`config.mk`:
```
export PLATFORM = sky130hd
export DESIGN_NAME = chip8_cpu
export DESIGN_NICKNAME = d
export VERILOG_FILES = /design/src/chip8_pkg.sv /design/src/dec_ex_if.sv /design/src/ex_wb_if.sv /design/src/chip8_regfile.sv /design/src/chip8_fetch.sv /design/src/chip8_decode.sv /design/src/chip8_execute.sv /design/src/chip8_cpu.sv
export SDC_FILE = /design/constraint.sdc
export NUM_CORES = 1
export LEC_CHECK = 0
export BUFFER_PORTS_ARGS = -buffer_cell sky130_fd_sc_hd__buf_2
export CAP_MARGIN = 20
export CORE_ASPECT_RATIO = 0.5
export CORE_UTILIZATION = 35
export CTS_BUF_LIST = sky130_fd_sc_hd__clkbuf_16
export DETAILED_ROUTE_END_ITERATION = 8
export HOLD_SLACK_MARGIN = 0.03
export PLACE_DENSITY = 0.52
export SYNTH_ARGS = -nofsm -noshare
export SYNTH_HDL_FRONTEND = slang
export SYNTH_HIERARCHICAL = 1
export SYNTH_SLANG_ARGS = --single-unit
```
`constraint.sdc`:
```
create_clock -name clk -period 4.75 [get_ports clk]
set_input_delay 0.7125 -clock clk [delete_from_list [all_inputs] [get_ports clk]]
set_output_delay 0.7125 -clock clk [all_outputs]
set_load 0.01 [all_outputs]
```
`src/chip8_pkg.sv`:
```
// ======================================================================
// CHIP-8 core package
// Shared widths, instruction word views, operation and PC action codes
// ======================================================================
package chip8_pkg;

    // Basic widths of the machine
    localparam int ADDR_W = 12;
    localparam int BYTE_W = 8;
    localparam int IDX_W  = 4;

    typedef logic [ADDR_W-1:0] addr_t;
    typedef logic [BYTE_W-1:0] byte_t;
    typedef logic [IDX_W-1:0]  reg_idx_t;

    // VF doubles as the flag register
    localparam reg_idx_t REG_VF = 4'd15;

    // Programs load at 0x200
    localparam addr_t PC_RESET = 12'h200;
    localparam addr_t PC_STEP  = 12'd2;

    // Opcode nibble plus a 12-bit address (0nnn, 1nnn, 2nnn, Annn, Bnnn)
    typedef struct packed {
        logic [3:0] opc;
        addr_t      nnn;
    } instr_addr_t;

    // Opcode nibble, register and immediate byte (3xkk, 6xkk, Fx1E)
    typedef struct packed {
        logic [3:0] opc;
        reg_idx_t   x;
        byte_t      kk;
    } instr_imm_t;

    // Opcode nibble, two registers and a sub-op nibble (5xy0, 8xyn)
    typedef struct packed {
        logic [3:0] opc;
        reg_idx_t   x;
        reg_idx_t   y;
        logic [3:0] n;
    } instr_reg_t;

    // One 16-bit word read through whichever view the opcode needs
    typedef union packed {
        instr_addr_t addr;
        instr_imm_t  imm;
        instr_reg_t  regs;
    } instr_t;

    // Kept operations, dropped opcodes map to OP_NOP
    typedef enum logic [4:0] {
        OP_NOP, OP_SYS, OP_RET, OP_JP, OP_CALL,
        OP_SE_IMM, OP_SNE_IMM, OP_SE_REG, OP_SNE_REG,
        OP_LD_IMM, OP_ADD_IMM,
        OP_LD_REG, OP_OR, OP_AND, OP_XOR,
        OP_ADD_REG, OP_SUB, OP_SHR, OP_SUBN, OP_SHL,
        OP_LD_I, OP_JP_V0, OP_ADD_I
    } op_t;

    // What the PC unit does on writeback
    typedef enum logic [2:0] {
        PC_INC, PC_SKIP, PC_JUMP, PC_CALL, PC_RET
    } pc_act_t;

endpackage

```
`src/dec_ex_if.sv`:
```
// ======================================================================
// Decode to execute channel
// Decoded operation, raw word and register operands
// ======================================================================
interface dec_ex_if;
    import chip8_pkg::*;

    // 1-cycle pulse qualifying everything below
    logic   valid;
    op_t    op;
    instr_t word;
    // Operands sampled in the decode cycle
    byte_t  vx;
    byte_t  vy;
    byte_t  v0;

    modport source (
        output valid,
        output op,
        output word,
        output vx,
        output vy,
        output v0
    );

    modport sink (
        input valid,
        input op,
        input word,
        input vx,
        input vy,
        input v0
    );

endinterface

```
`src/ex_wb_if.sv`:
```
// ======================================================================
// Execute to writeback channel
// Register results and the PC action of one instruction
// ======================================================================
interface ex_wb_if;
    import chip8_pkg::*;

    logic     valid;
    // Vx result
    logic     write_vx;
    reg_idx_t x;
    byte_t    vx_new;
    // VF result for the flag operations
    logic     write_vf;
    byte_t    vf_new;
    // PC update
    pc_act_t  act;
    addr_t    target;

    modport source (
        output valid, write_vx, x, vx_new, write_vf, vf_new, act, target
    );

    modport sink (
        input valid, write_vx, x, vx_new, write_vf, vf_new, act, target
    );

endinterface

```
`src/chip8_regfile.sv`:
```
// ======================================================================
// CHIP-8 V register file
// Sixteen 8-bit registers, two read ports plus V0, Vx and VF writes
// ======================================================================
module chip8_regfile (
    input  logic               clk,
    input  logic               arst_n,
    input  chip8_pkg::reg_idx_t rd_x,
    input  chip8_pkg::reg_idx_t rd_y,
    output chip8_pkg::byte_t   vx,
    output chip8_pkg::byte_t   vy,
    output chip8_pkg::byte_t   v0,
    input  logic               wr_en,
    input  chip8_pkg::reg_idx_t wr_x,
    input  chip8_pkg::byte_t   wr_data,
    input  logic               wr_flag_en,
    input  chip8_pkg::byte_t   wr_flag
);
    import chip8_pkg::*;

    byte_t regs [16];

    // All sixteen registers clear on reset
    always_ff @(posedge clk or negedge arst_n) begin
        if (!arst_n) begin
            for (int i = 0; i < 16; i++) begin
                regs[i] <= '0;
            end
        end else begin
            if (wr_en) begin
                regs[wr_x] <= wr_data;
            end
            // Later assignment wins so the flag beats Vx when x is F
            if (wr_flag_en) begin
                regs[REG_VF] <= wr_flag;
            end
        end
    end

    // Combinational reads
    assign vx = regs[rd_x];
    assign vy = regs[rd_y];
    // V0 always visible for Bnnn
    assign v0 = regs[0];

endmodule

```
`src/chip8_fetch.sv`:
```
// ======================================================================
// CHIP-8 fetch unit
// Program counter, return stack and the fetch strobe every fourth cycle
// ======================================================================
module chip8_fetch #(
    parameter int STACK_DEPTH = 16
) (
    input  logic             clk,
    input  logic             arst_n,
    output logic             fetch,
    output chip8_pkg::addr_t pc,
    ex_wb_if.sink            wb
);
    import chip8_pkg::*;

    localparam int SP_W = (STACK_DEPTH > 1) ? $clog2(STACK_DEPTH) : 1;
    // A skip jumps over one whole instruction
    localparam addr_t SKIP_STEP = addr_t'(2 * PC_STEP);

    logic [1:0]      phase;
    logic [SP_W-1:0] sp;
    logic [SP_W-1:0] sp_inc;
    logic [SP_W-1:0] sp_dec;
    addr_t           stack [STACK_DEPTH];

    // Pointer wraps at STACK_DEPTH in both directions
    assign sp_inc = (sp == SP_W'(STACK_DEPTH - 1)) ? '0 : sp + 1'b1;
    assign sp_dec = (sp == '0) ? SP_W'(STACK_DEPTH - 1) : sp - 1'b1;

    // Phase 3 means the next cycle is a fetch cycle
    // Starts at 3 so the first strobe follows reset release
    always_ff @(posedge clk or negedge arst_n) begin
        if (!arst_n) begin
            phase <= 2'd3;
            fetch <= 1'b0;
        end else begin
            phase <= phase + 2'd1;
            fetch <= (phase == 2'd3);
        end
    end

    // PC and stack pointer follow the writeback action
    always_ff @(posedge clk or negedge arst_n) begin
        if (!arst_n) begin
            pc <= PC_RESET;
            sp <= '0;
        end else if (wb.valid) begin
            case (wb.act)
                PC_INC:  pc <= pc + PC_STEP;
                PC_SKIP: pc <= pc + SKIP_STEP;
                PC_JUMP: pc <= wb.target;
                PC_CALL: begin
                    pc <= wb.target;
                    sp <= sp_inc;
                end
                PC_RET: begin
                    // Resume after the call instruction
                    pc <= stack[sp_dec] + PC_STEP;
                    sp <= sp_dec;
                end
                default: pc <= pc + PC_STEP;
            endcase
        end
    end

    // Stack entries hold the address of the call itself
    always_ff @(posedge clk) begin
        if (wb.valid && wb.act == PC_CALL) begin
            stack[sp] <= pc;
        end
    end

endmodule

```
`src/chip8_decode.sv`:
```
// ======================================================================
// CHIP-8 decode stage
// Captures the fetched word, classifies it and reads its operands
// ======================================================================
module chip8_decode (
    input  logic                clk,
    input  logic                arst_n,
    input  chip8_pkg::instr_t   instr,
    input  logic                fetch,
    output chip8_pkg::reg_idx_t rd_x,
    output chip8_pkg::reg_idx_t rd_y,
    input  chip8_pkg::byte_t    vx,
    input  chip8_pkg::byte_t    vy,
    input  chip8_pkg::byte_t    v0,
    dec_ex_if.source            de
);
    import chip8_pkg::*;

    logic fetch_d;

    // Map a word onto the kept operations
    function automatic op_t classify(instr_t w);
        op_t op;
        op = OP_NOP;
        case (w.addr.opc)
            4'h0: begin
                if (w.addr.nnn == 12'h0EE)      op = OP_RET;
                else if (w.addr.nnn != 12'h0E0) op = OP_SYS;
            end
            4'h1: op = OP_JP;
            4'h2: op = OP_CALL;
            4'h3: op = OP_SE_IMM;
            4'h4: op = OP_SNE_IMM;
            4'h5: if (w.regs.n == 4'h0) op = OP_SE_REG;
            4'h6: op = OP_LD_IMM;
            4'h7: op = OP_ADD_IMM;
            4'h8: begin
                case (w.regs.n)
                    4'h0: op = OP_LD_REG;
                    4'h1: op = OP_OR;
                    4'h2: op = OP_AND;
                    4'h3: op = OP_XOR;
                    4'h4: op = OP_ADD_REG;
                    4'h5: op = OP_SUB;
                    4'h6: op = OP_SHR;
                    4'h7: op = OP_SUBN;
                    4'hE: op = OP_SHL;
                    default: op = OP_NOP;
                endcase
            end
            4'h9: if (w.regs.n == 4'h0) op = OP_SNE_REG;
            4'hA: op = OP_LD_I;
            4'hB: op = OP_JP_V0;
            // Only Fx1E survives in the F group
            4'hF: if (w.imm.kk == 8'h1E) op = OP_ADD_I;
            default: op = OP_NOP;
        endcase
        return op;
    endfunction

    // Register addresses straight from the incoming word
    assign rd_x = instr.regs.x;
    assign rd_y = instr.regs.y;

    // instr is valid the cycle after the fetch strobe
    always_ff @(posedge clk or negedge arst_n) begin
        if (!arst_n) begin
            fetch_d  <= 1'b0;
            de.valid <= 1'b0;
        end else begin
            fetch_d  <= fetch;
            de.valid <= fetch_d;
        end
    end

    always_ff @(posedge clk) begin
        if (fetch_d) begin
            de.word <= instr;
            de.op   <= classify(instr);
            de.vx   <= vx;
            de.vy   <= vy;
            de.v0   <= v0;
        end
    end

endmodule

```
`src/chip8_execute.sv`:
```
// ======================================================================
// CHIP-8 execute stage
// ALU and flag, skip tests, jump targets and the I register
// ======================================================================
module chip8_execute (
    input  logic             clk,
    input  logic             arst_n,
    dec_ex_if.sink           de,
    ex_wb_if.source          ew,
    output chip8_pkg::addr_t i_reg
);
    import chip8_pkg::*;

    logic [8:0] sum;
    byte_t      diff_xy;
    byte_t      diff_yx;
    logic       write_vx;
    byte_t      vx_new;
    logic       write_vf;
    byte_t      vf_new;
    pc_act_t    act;
    addr_t      target;

    // Nine bits keep the carry of 8xy4
    assign sum     = {1'b0, de.vx} + {1'b0, de.vy};
    assign diff_xy = de.vx - de.vy;
    assign diff_yx = de.vy - de.vx;

    always_comb begin
        write_vx = 1'b0;
        vx_new   = de.vx;
        write_vf = 1'b0;
        vf_new   = '0;
        act      = PC_INC;
        target   = de.word.addr.nnn;
        case (de.op)
            OP_SYS, OP_JP: act = PC_JUMP;
            OP_CALL:       act = PC_CALL;
            OP_RET:        act = PC_RET;
            // Wraps modulo 4096 like any address
            OP_JP_V0: begin
                act    = PC_JUMP;
                target = de.word.addr.nnn + addr_t'(de.v0);
            end
            // Skip tests
            OP_SE_IMM:  if (de.vx == de.word.imm.kk) act = PC_SKIP;
            OP_SNE_IMM: if (de.vx != de.word.imm.kk) act = PC_SKIP;
            OP_SE_REG:  if (de.vx == de.vy) act = PC_SKIP;
            OP_SNE_REG: if (de.vx != de.vy) act = PC_SKIP;
            // Loads and plain logic
            OP_LD_IMM:  {write_vx, vx_new} = {1'b1, de.word.imm.kk};
            OP_ADD_IMM: {write_vx, vx_new} = {1'b1, de.vx + de.word.imm.kk};
            OP_LD_REG:  {write_vx, vx_new} = {1'b1, de.vy};
            OP_OR:      {write_vx, vx_new} = {1'b1, de.vx | de.vy};
            OP_AND:     {write_vx, vx_new} = {1'b1, de.vx & de.vy};
            OP_XOR:     {write_vx, vx_new} = {1'b1, de.vx ^ de.vy};
            // Flag operations also write VF
            OP_ADD_REG: begin
                {write_vx, vx_new} = {1'b1, sum[7:0]};
                {write_vf, vf_new} = {1'b1, 7'd0, sum[8]};
            end
            OP_SUB: begin
                // Strictly greater, so equal operands clear VF
                {write_vx, vx_new} = {1'b1, diff_xy};
                {write_vf, vf_new} = {1'b1, 7'd0, de.vx > de.vy};
            end
            OP_SUBN: begin
                {write_vx, vx_new} = {1'b1, diff_yx};
                {write_vf, vf_new} = {1'b1, 7'd0, de.vy > de.vx};
            end
            OP_SHR: begin
                {write_vx, vx_new} = {1'b1, 1'b0, de.vx[7:1]};
                {write_vf, vf_new} = {1'b1, 7'd0, de.vx[0]};
            end
            OP_SHL: begin
                {write_vx, vx_new} = {1'b1, de.vx[6:0], 1'b0};
                {write_vf, vf_new} = {1'b1, 7'd0, de.vx[7]};
            end
            default: act = PC_INC;
        endcase
    end

    // Control and I register
    always_ff @(posedge clk or negedge arst_n) begin
        if (!arst_n) begin
            ew.valid <= 1'b0;
            i_reg    <= '0;
        end else begin
            ew.valid <= de.valid;
            if (de.valid && de.op == OP_LD_I) begin
                i_reg <= de.word.addr.nnn;
            end else if (de.valid && de.op == OP_ADD_I) begin
                // Fx1E wraps inside the 12-bit space
                i_reg <= i_reg + addr_t'(de.vx);
            end
        end
    end

    // Result fields captured with each decoded instruction
    always_ff @(posedge clk) begin
        if (de.valid) begin
            ew.write_vx <= write_vx;
            ew.x        <= de.word.regs.x;
            ew.vx_new   <= vx_new;
            ew.write_vf <= write_vf;
            ew.vf_new   <= vf_new;
            ew.act      <= act;
            ew.target   <= target;
        end
    end

endmodule

```
`src/chip8_cpu.sv`:
```
// ======================================================================
// CHIP-8 processor core
// Fetch, decode, execute and writeback around the V register file
// ======================================================================
module chip8_cpu #(
    parameter int STACK_DEPTH = 16
) (
    input  logic                clk,
    input  logic                arst_n,
    // Program memory request
    output logic                fetch,
    output chip8_pkg::addr_t    pc,
    input  logic [15:0]         instr,
    // Register writes
    output logic                wb_valid,
    output chip8_pkg::reg_idx_t wb_x,
    output chip8_pkg::byte_t    wb_vx,
    output logic                wb_flag_valid,
    output chip8_pkg::byte_t    wb_vf,
    output chip8_pkg::addr_t    i_reg
);
    import chip8_pkg::*;

    reg_idx_t rd_x;
    reg_idx_t rd_y;
    byte_t    rd_vx;
    byte_t    rd_vy;
    byte_t    rd_v0;

    dec_ex_if u_de_if ();
    ex_wb_if  u_ew_if ();

    // Writeback strobes double as the register file write enables
    assign wb_valid      = u_ew_if.valid & u_ew_if.write_vx;
    assign wb_x          = u_ew_if.x;
    assign wb_vx         = u_ew_if.vx_new;
    assign wb_flag_valid = u_ew_if.valid & u_ew_if.write_vf;
    assign wb_vf         = u_ew_if.vf_new;

    chip8_regfile u_regfile (
        .clk        (clk),
        .arst_n     (arst_n),
        .rd_x       (rd_x),
        .rd_y       (rd_y),
        .vx         (rd_vx),
        .vy         (rd_vy),
        .v0         (rd_v0),
        .wr_en      (wb_valid),
        .wr_x       (wb_x),
        .wr_data    (wb_vx),
        .wr_flag_en (wb_flag_valid),
        .wr_flag    (wb_vf)
    );

    chip8_fetch #(
        .STACK_DEPTH (STACK_DEPTH)
    ) u_fetch (
        .clk    (clk),
        .arst_n (arst_n),
        .fetch  (fetch),
        .pc     (pc),
        .wb     (u_ew_if.sink)
    );

    chip8_decode u_decode (
        .clk    (clk),
        .arst_n (arst_n),
        .instr  (instr),
        .fetch  (fetch),
        .rd_x   (rd_x),
        .rd_y   (rd_y),
        .vx     (rd_vx),
        .vy     (rd_vy),
        .v0     (rd_v0),
        .de     (u_de_if.source)
    );

    chip8_execute u_execute (
        .clk    (clk),
        .arst_n (arst_n),
        .de     (u_de_if.sink),
        .ew     (u_ew_if.source),
        .i_reg  (i_reg)
    );

endmodule

```
==> impl_metrics.py <==
metrics = {
    "cts": {
        "cts_resized": 0,
        "cts.sinks": 425,
        "htreeDepth": 2,
        "post-cts-setup-buffer-count": 0,
        "cts_tree": "yes",
        "cts_buffer_depth": 3,
        "cts_root_buf": "clkbuf_16",
        "insertion_delay_ns": 0.56,
        "clkTransAtPathRegs_ns": 0.06,
        "numCtsBuffers": 43,
        "ctsHoldBuffers": 0,
    },
    "critical_path": {
        "slowest_delay_ns": 0.61,
        "crit_path_max_fanout": 17,
        "crit-reg2reg-launch": "u_fetch/sp[1]$_DFFE_PN0P_",
        "cp_common_cell": "inv_1",
        "critPathLaunchType": "register",
        "arrival_ns": 4.81,
        "crit_family": "compound AO/OA/AOI/OAI gates",
        "reg2reg_to": "u_fetch/pc[11]$_DFFE_PN0P_",
        "cp_num_buf_inv": 3,
        "reg2reg_depth": 14,
        "worstSetupPathType": "register to register",
        "r2r_slack_ns": 0.38,
        "slowest_stage": "xor2_2",
        "cp-end-kind": "register",
        "cp_cell_sequence": "inv_1, ha_2, xor2_2, o221ai_1, o21ai_1, a211oi_1, o31ai_1, inv_1, nor2_1, ha_1, inv_1, nor4b_2, o211ai_1, or3_1",
        "worstPathRequired_ns": 5.19,
    },
    "worst_hold_path": {
        "hp-class": "input pin to asynchronous set/reset pin",
    },
    "final_layout": {
        "largest_register": "u_fetch/stack",
        "area_delta_synth_final_pct": 10.31,
        "antennaDiodeCount": 0,
        "n_fill_cell": 6217,
        "register_area_um2": 11960,
        "multi_input_area_um2": 10260,
        "drive_gt1_share_pct": 23.47,
        "nNetsFinal": 1893,
        "reg_top3": "u_fetch/stack: 192 flops, u_regfile/regs: 120 flops",
        "largest_reg_flops": 192,
    },
    "route": {
        "antenna_left": 0,
        "detail_route.wl_per_cell_um": 24.53,
        "drt_iter0_markers": 1705,
        "drcViolationCount": 0,
        "first_pass_iters": 6,
        "wl_um": 66720,
        "vias_per_cell": 5.725,
        "num_vias": 15570,
    },
    "placed_design": {
        "dp_hpwl_um": 45060,
        "numPortBuffers": 57,
        "gp_congestion": 0.8974,
    },
    "power_and_ir_drop": {
        "p_leak_nw": 9.857,
        "max-vdd-ir-drop_mv": 0.3131,
        "power_density_nw_per_um2": 412.7,
        "power.total_w": 0.01052,
    },
    "sta": {
        "tightestPinTransition_ns": 1.098,
        "setup-violations-final": 0,
        "max_freq_mhz": 228.7,
        "grt_setup_unrepaired": "no",
        "fin_skew_ns": 0.01630,
        "final_max_slew_viol_count": 0,
        "max_slew_margin_pct": 26.69,
        "tns_ns": 0,
        "hold_viol_final": 0,
        "min_period_over_period_pct": 92.06,
        "period_minus_slack_ns": 4.373,
    },
    "floorplan": {
        "die_h_um": 183.7,
        "row_count": 66,
        "dieArea_um2": 67100,
        "io_pins": 65,
        "initial_core_util_pct": 35.46,
        "core-area_um2": 65160,
        "die_x_um": 365.3,
    },
    "global_route": {
        "grt_pass1_vias": 15270,
        "track_usage_pct": 19.98,
        "grt_pass1_wl_um": 99930,
        "antenna_found_initial": 0,
        "grt_start_max_net_pins": 83,
        "overflow": 0,
    },
    "synthesis": {
        "syn_area_um2": 23100,
        "ys_warn_count": 6,
        "syn_avg_cell_area_um2": 12.93,
        "synthCells": 1787,
    },
    "flow_run": {
        "maxCapViolCount": 0,
    },
    "status": {
        "status": "completed",
    },
}
## area by class of cell
cell class,instances,area share (%)
clock buffer,46,4.517
clock inverter,32,0.7659
timing repair buffer,93,2.352
inverter,57,0.8396
tap,884,4.340
sequential,425,46.92
multi-input combinational,1183,40.26
## routing by layer
layer	share of wire, %	global-route usage (%)	wire length [um]
met3	5.6	3.432	3765
met1	45	27.90	30110
met2	47	32.03	31210
met4	2.4	5.423	1634
met5	0	0	0
## metrics by stage
step / hold slack (ns) / setup WS, ns / std cells / cell area (um^2) / utilization, %
floorplan: 0.4160 / 0.7779 / 1793 / 23120 / -
global placement: 0.3854 / 0.5661 / 2641 / 24120 / 37.01
detailed placement: 0.3709 / 0.5105 / 2641 / 24120 / 37.01
CTS: 0.2534 / 0.4910 / 2719 / 25460 / 39.08
global route: 0.2761 / 0.08746 / 2720 / 25480 / 39.11
finish: 0.2284 / 0.3770 / 2720 / 25480 / 39.11
## where the power goes
part	internal, W	switching [W]	leakage, nW
logic	0.00108	0.00155	4.51
clock network	0.00185	0.00147	0.707
registers	0.00425	0.000315	4.64
total	0.00718	0.00334	9.86
## layout by cell type, fill, tap and decap left out, types with 17 or more instances in the layout
| cell | n |
|---|---|
| a211oi_1 | 23 |
| a21oi_1 | 73 |
| a22oi_1 | 49 |
| a31oi_1 | 21 |
| buf_2 | 56 |
| buf_4 | 33 |
| clkbuf_16 | 46 |
| dfrtp_1 | 157 |
| edfxtp_1 | 263 |
| ha_1 | 65 |
| inv_1 | 68 |
| mux2_2 | 114 |
| mux2i_1 | 32 |
| mux4_2 | 92 |
| nand2_1 | 106 |
| nand2b_1 | 26 |
| nand3_1 | 36 |
| nor2_1 | 76 |
| nor2b_1 | 17 |
| nor3_1 | 27 |
| o21ai_0 | 66 |
| o22ai_1 | 20 |
| xnor2_1 | 20 |
## worst max-delay path by stage
| stage | depth (start not counted) | to | startpoint | slack, ns |
|---|---|---|---|---|
| 3_3_place_gp | 14 | u_fetch/pc[11]$_DFFE_PN0P_ | u_fetch/sp[1]$_DFFE_PN0P_ | 0.57 |
| 3_5_place_dp | 14 | u_fetch/pc[11]$_DFFE_PN0P_ | u_fetch/sp[1]$_DFFE_PN0P_ | 0.51 |
| 4_1_cts | 14 | u_fetch/pc[11]$_DFFE_PN0P_ | u_fetch/sp[1]$_DFFE_PN0P_ | 0.49 |
| 6_report | 14 | u_fetch/pc[11]$_DFFE_PN0P_ | u_fetch/sp[1]$_DFFE_PN0P_ | 0.38 |
| 5_1_grt | 14 | u_fetch/pc[11]$_DFFE_PN0P_ | u_fetch/sp[1]$_DFFE_PN0P_ | 0.09 |
| 2_1_floorplan | 18 | u_fetch/pc[11]$_DFFE_PN0P_ | u_fetch/sp[0]$_DFFE_PN0P_ | 0.78 |
No activity file was read; power rests on OpenSTA's default activity.
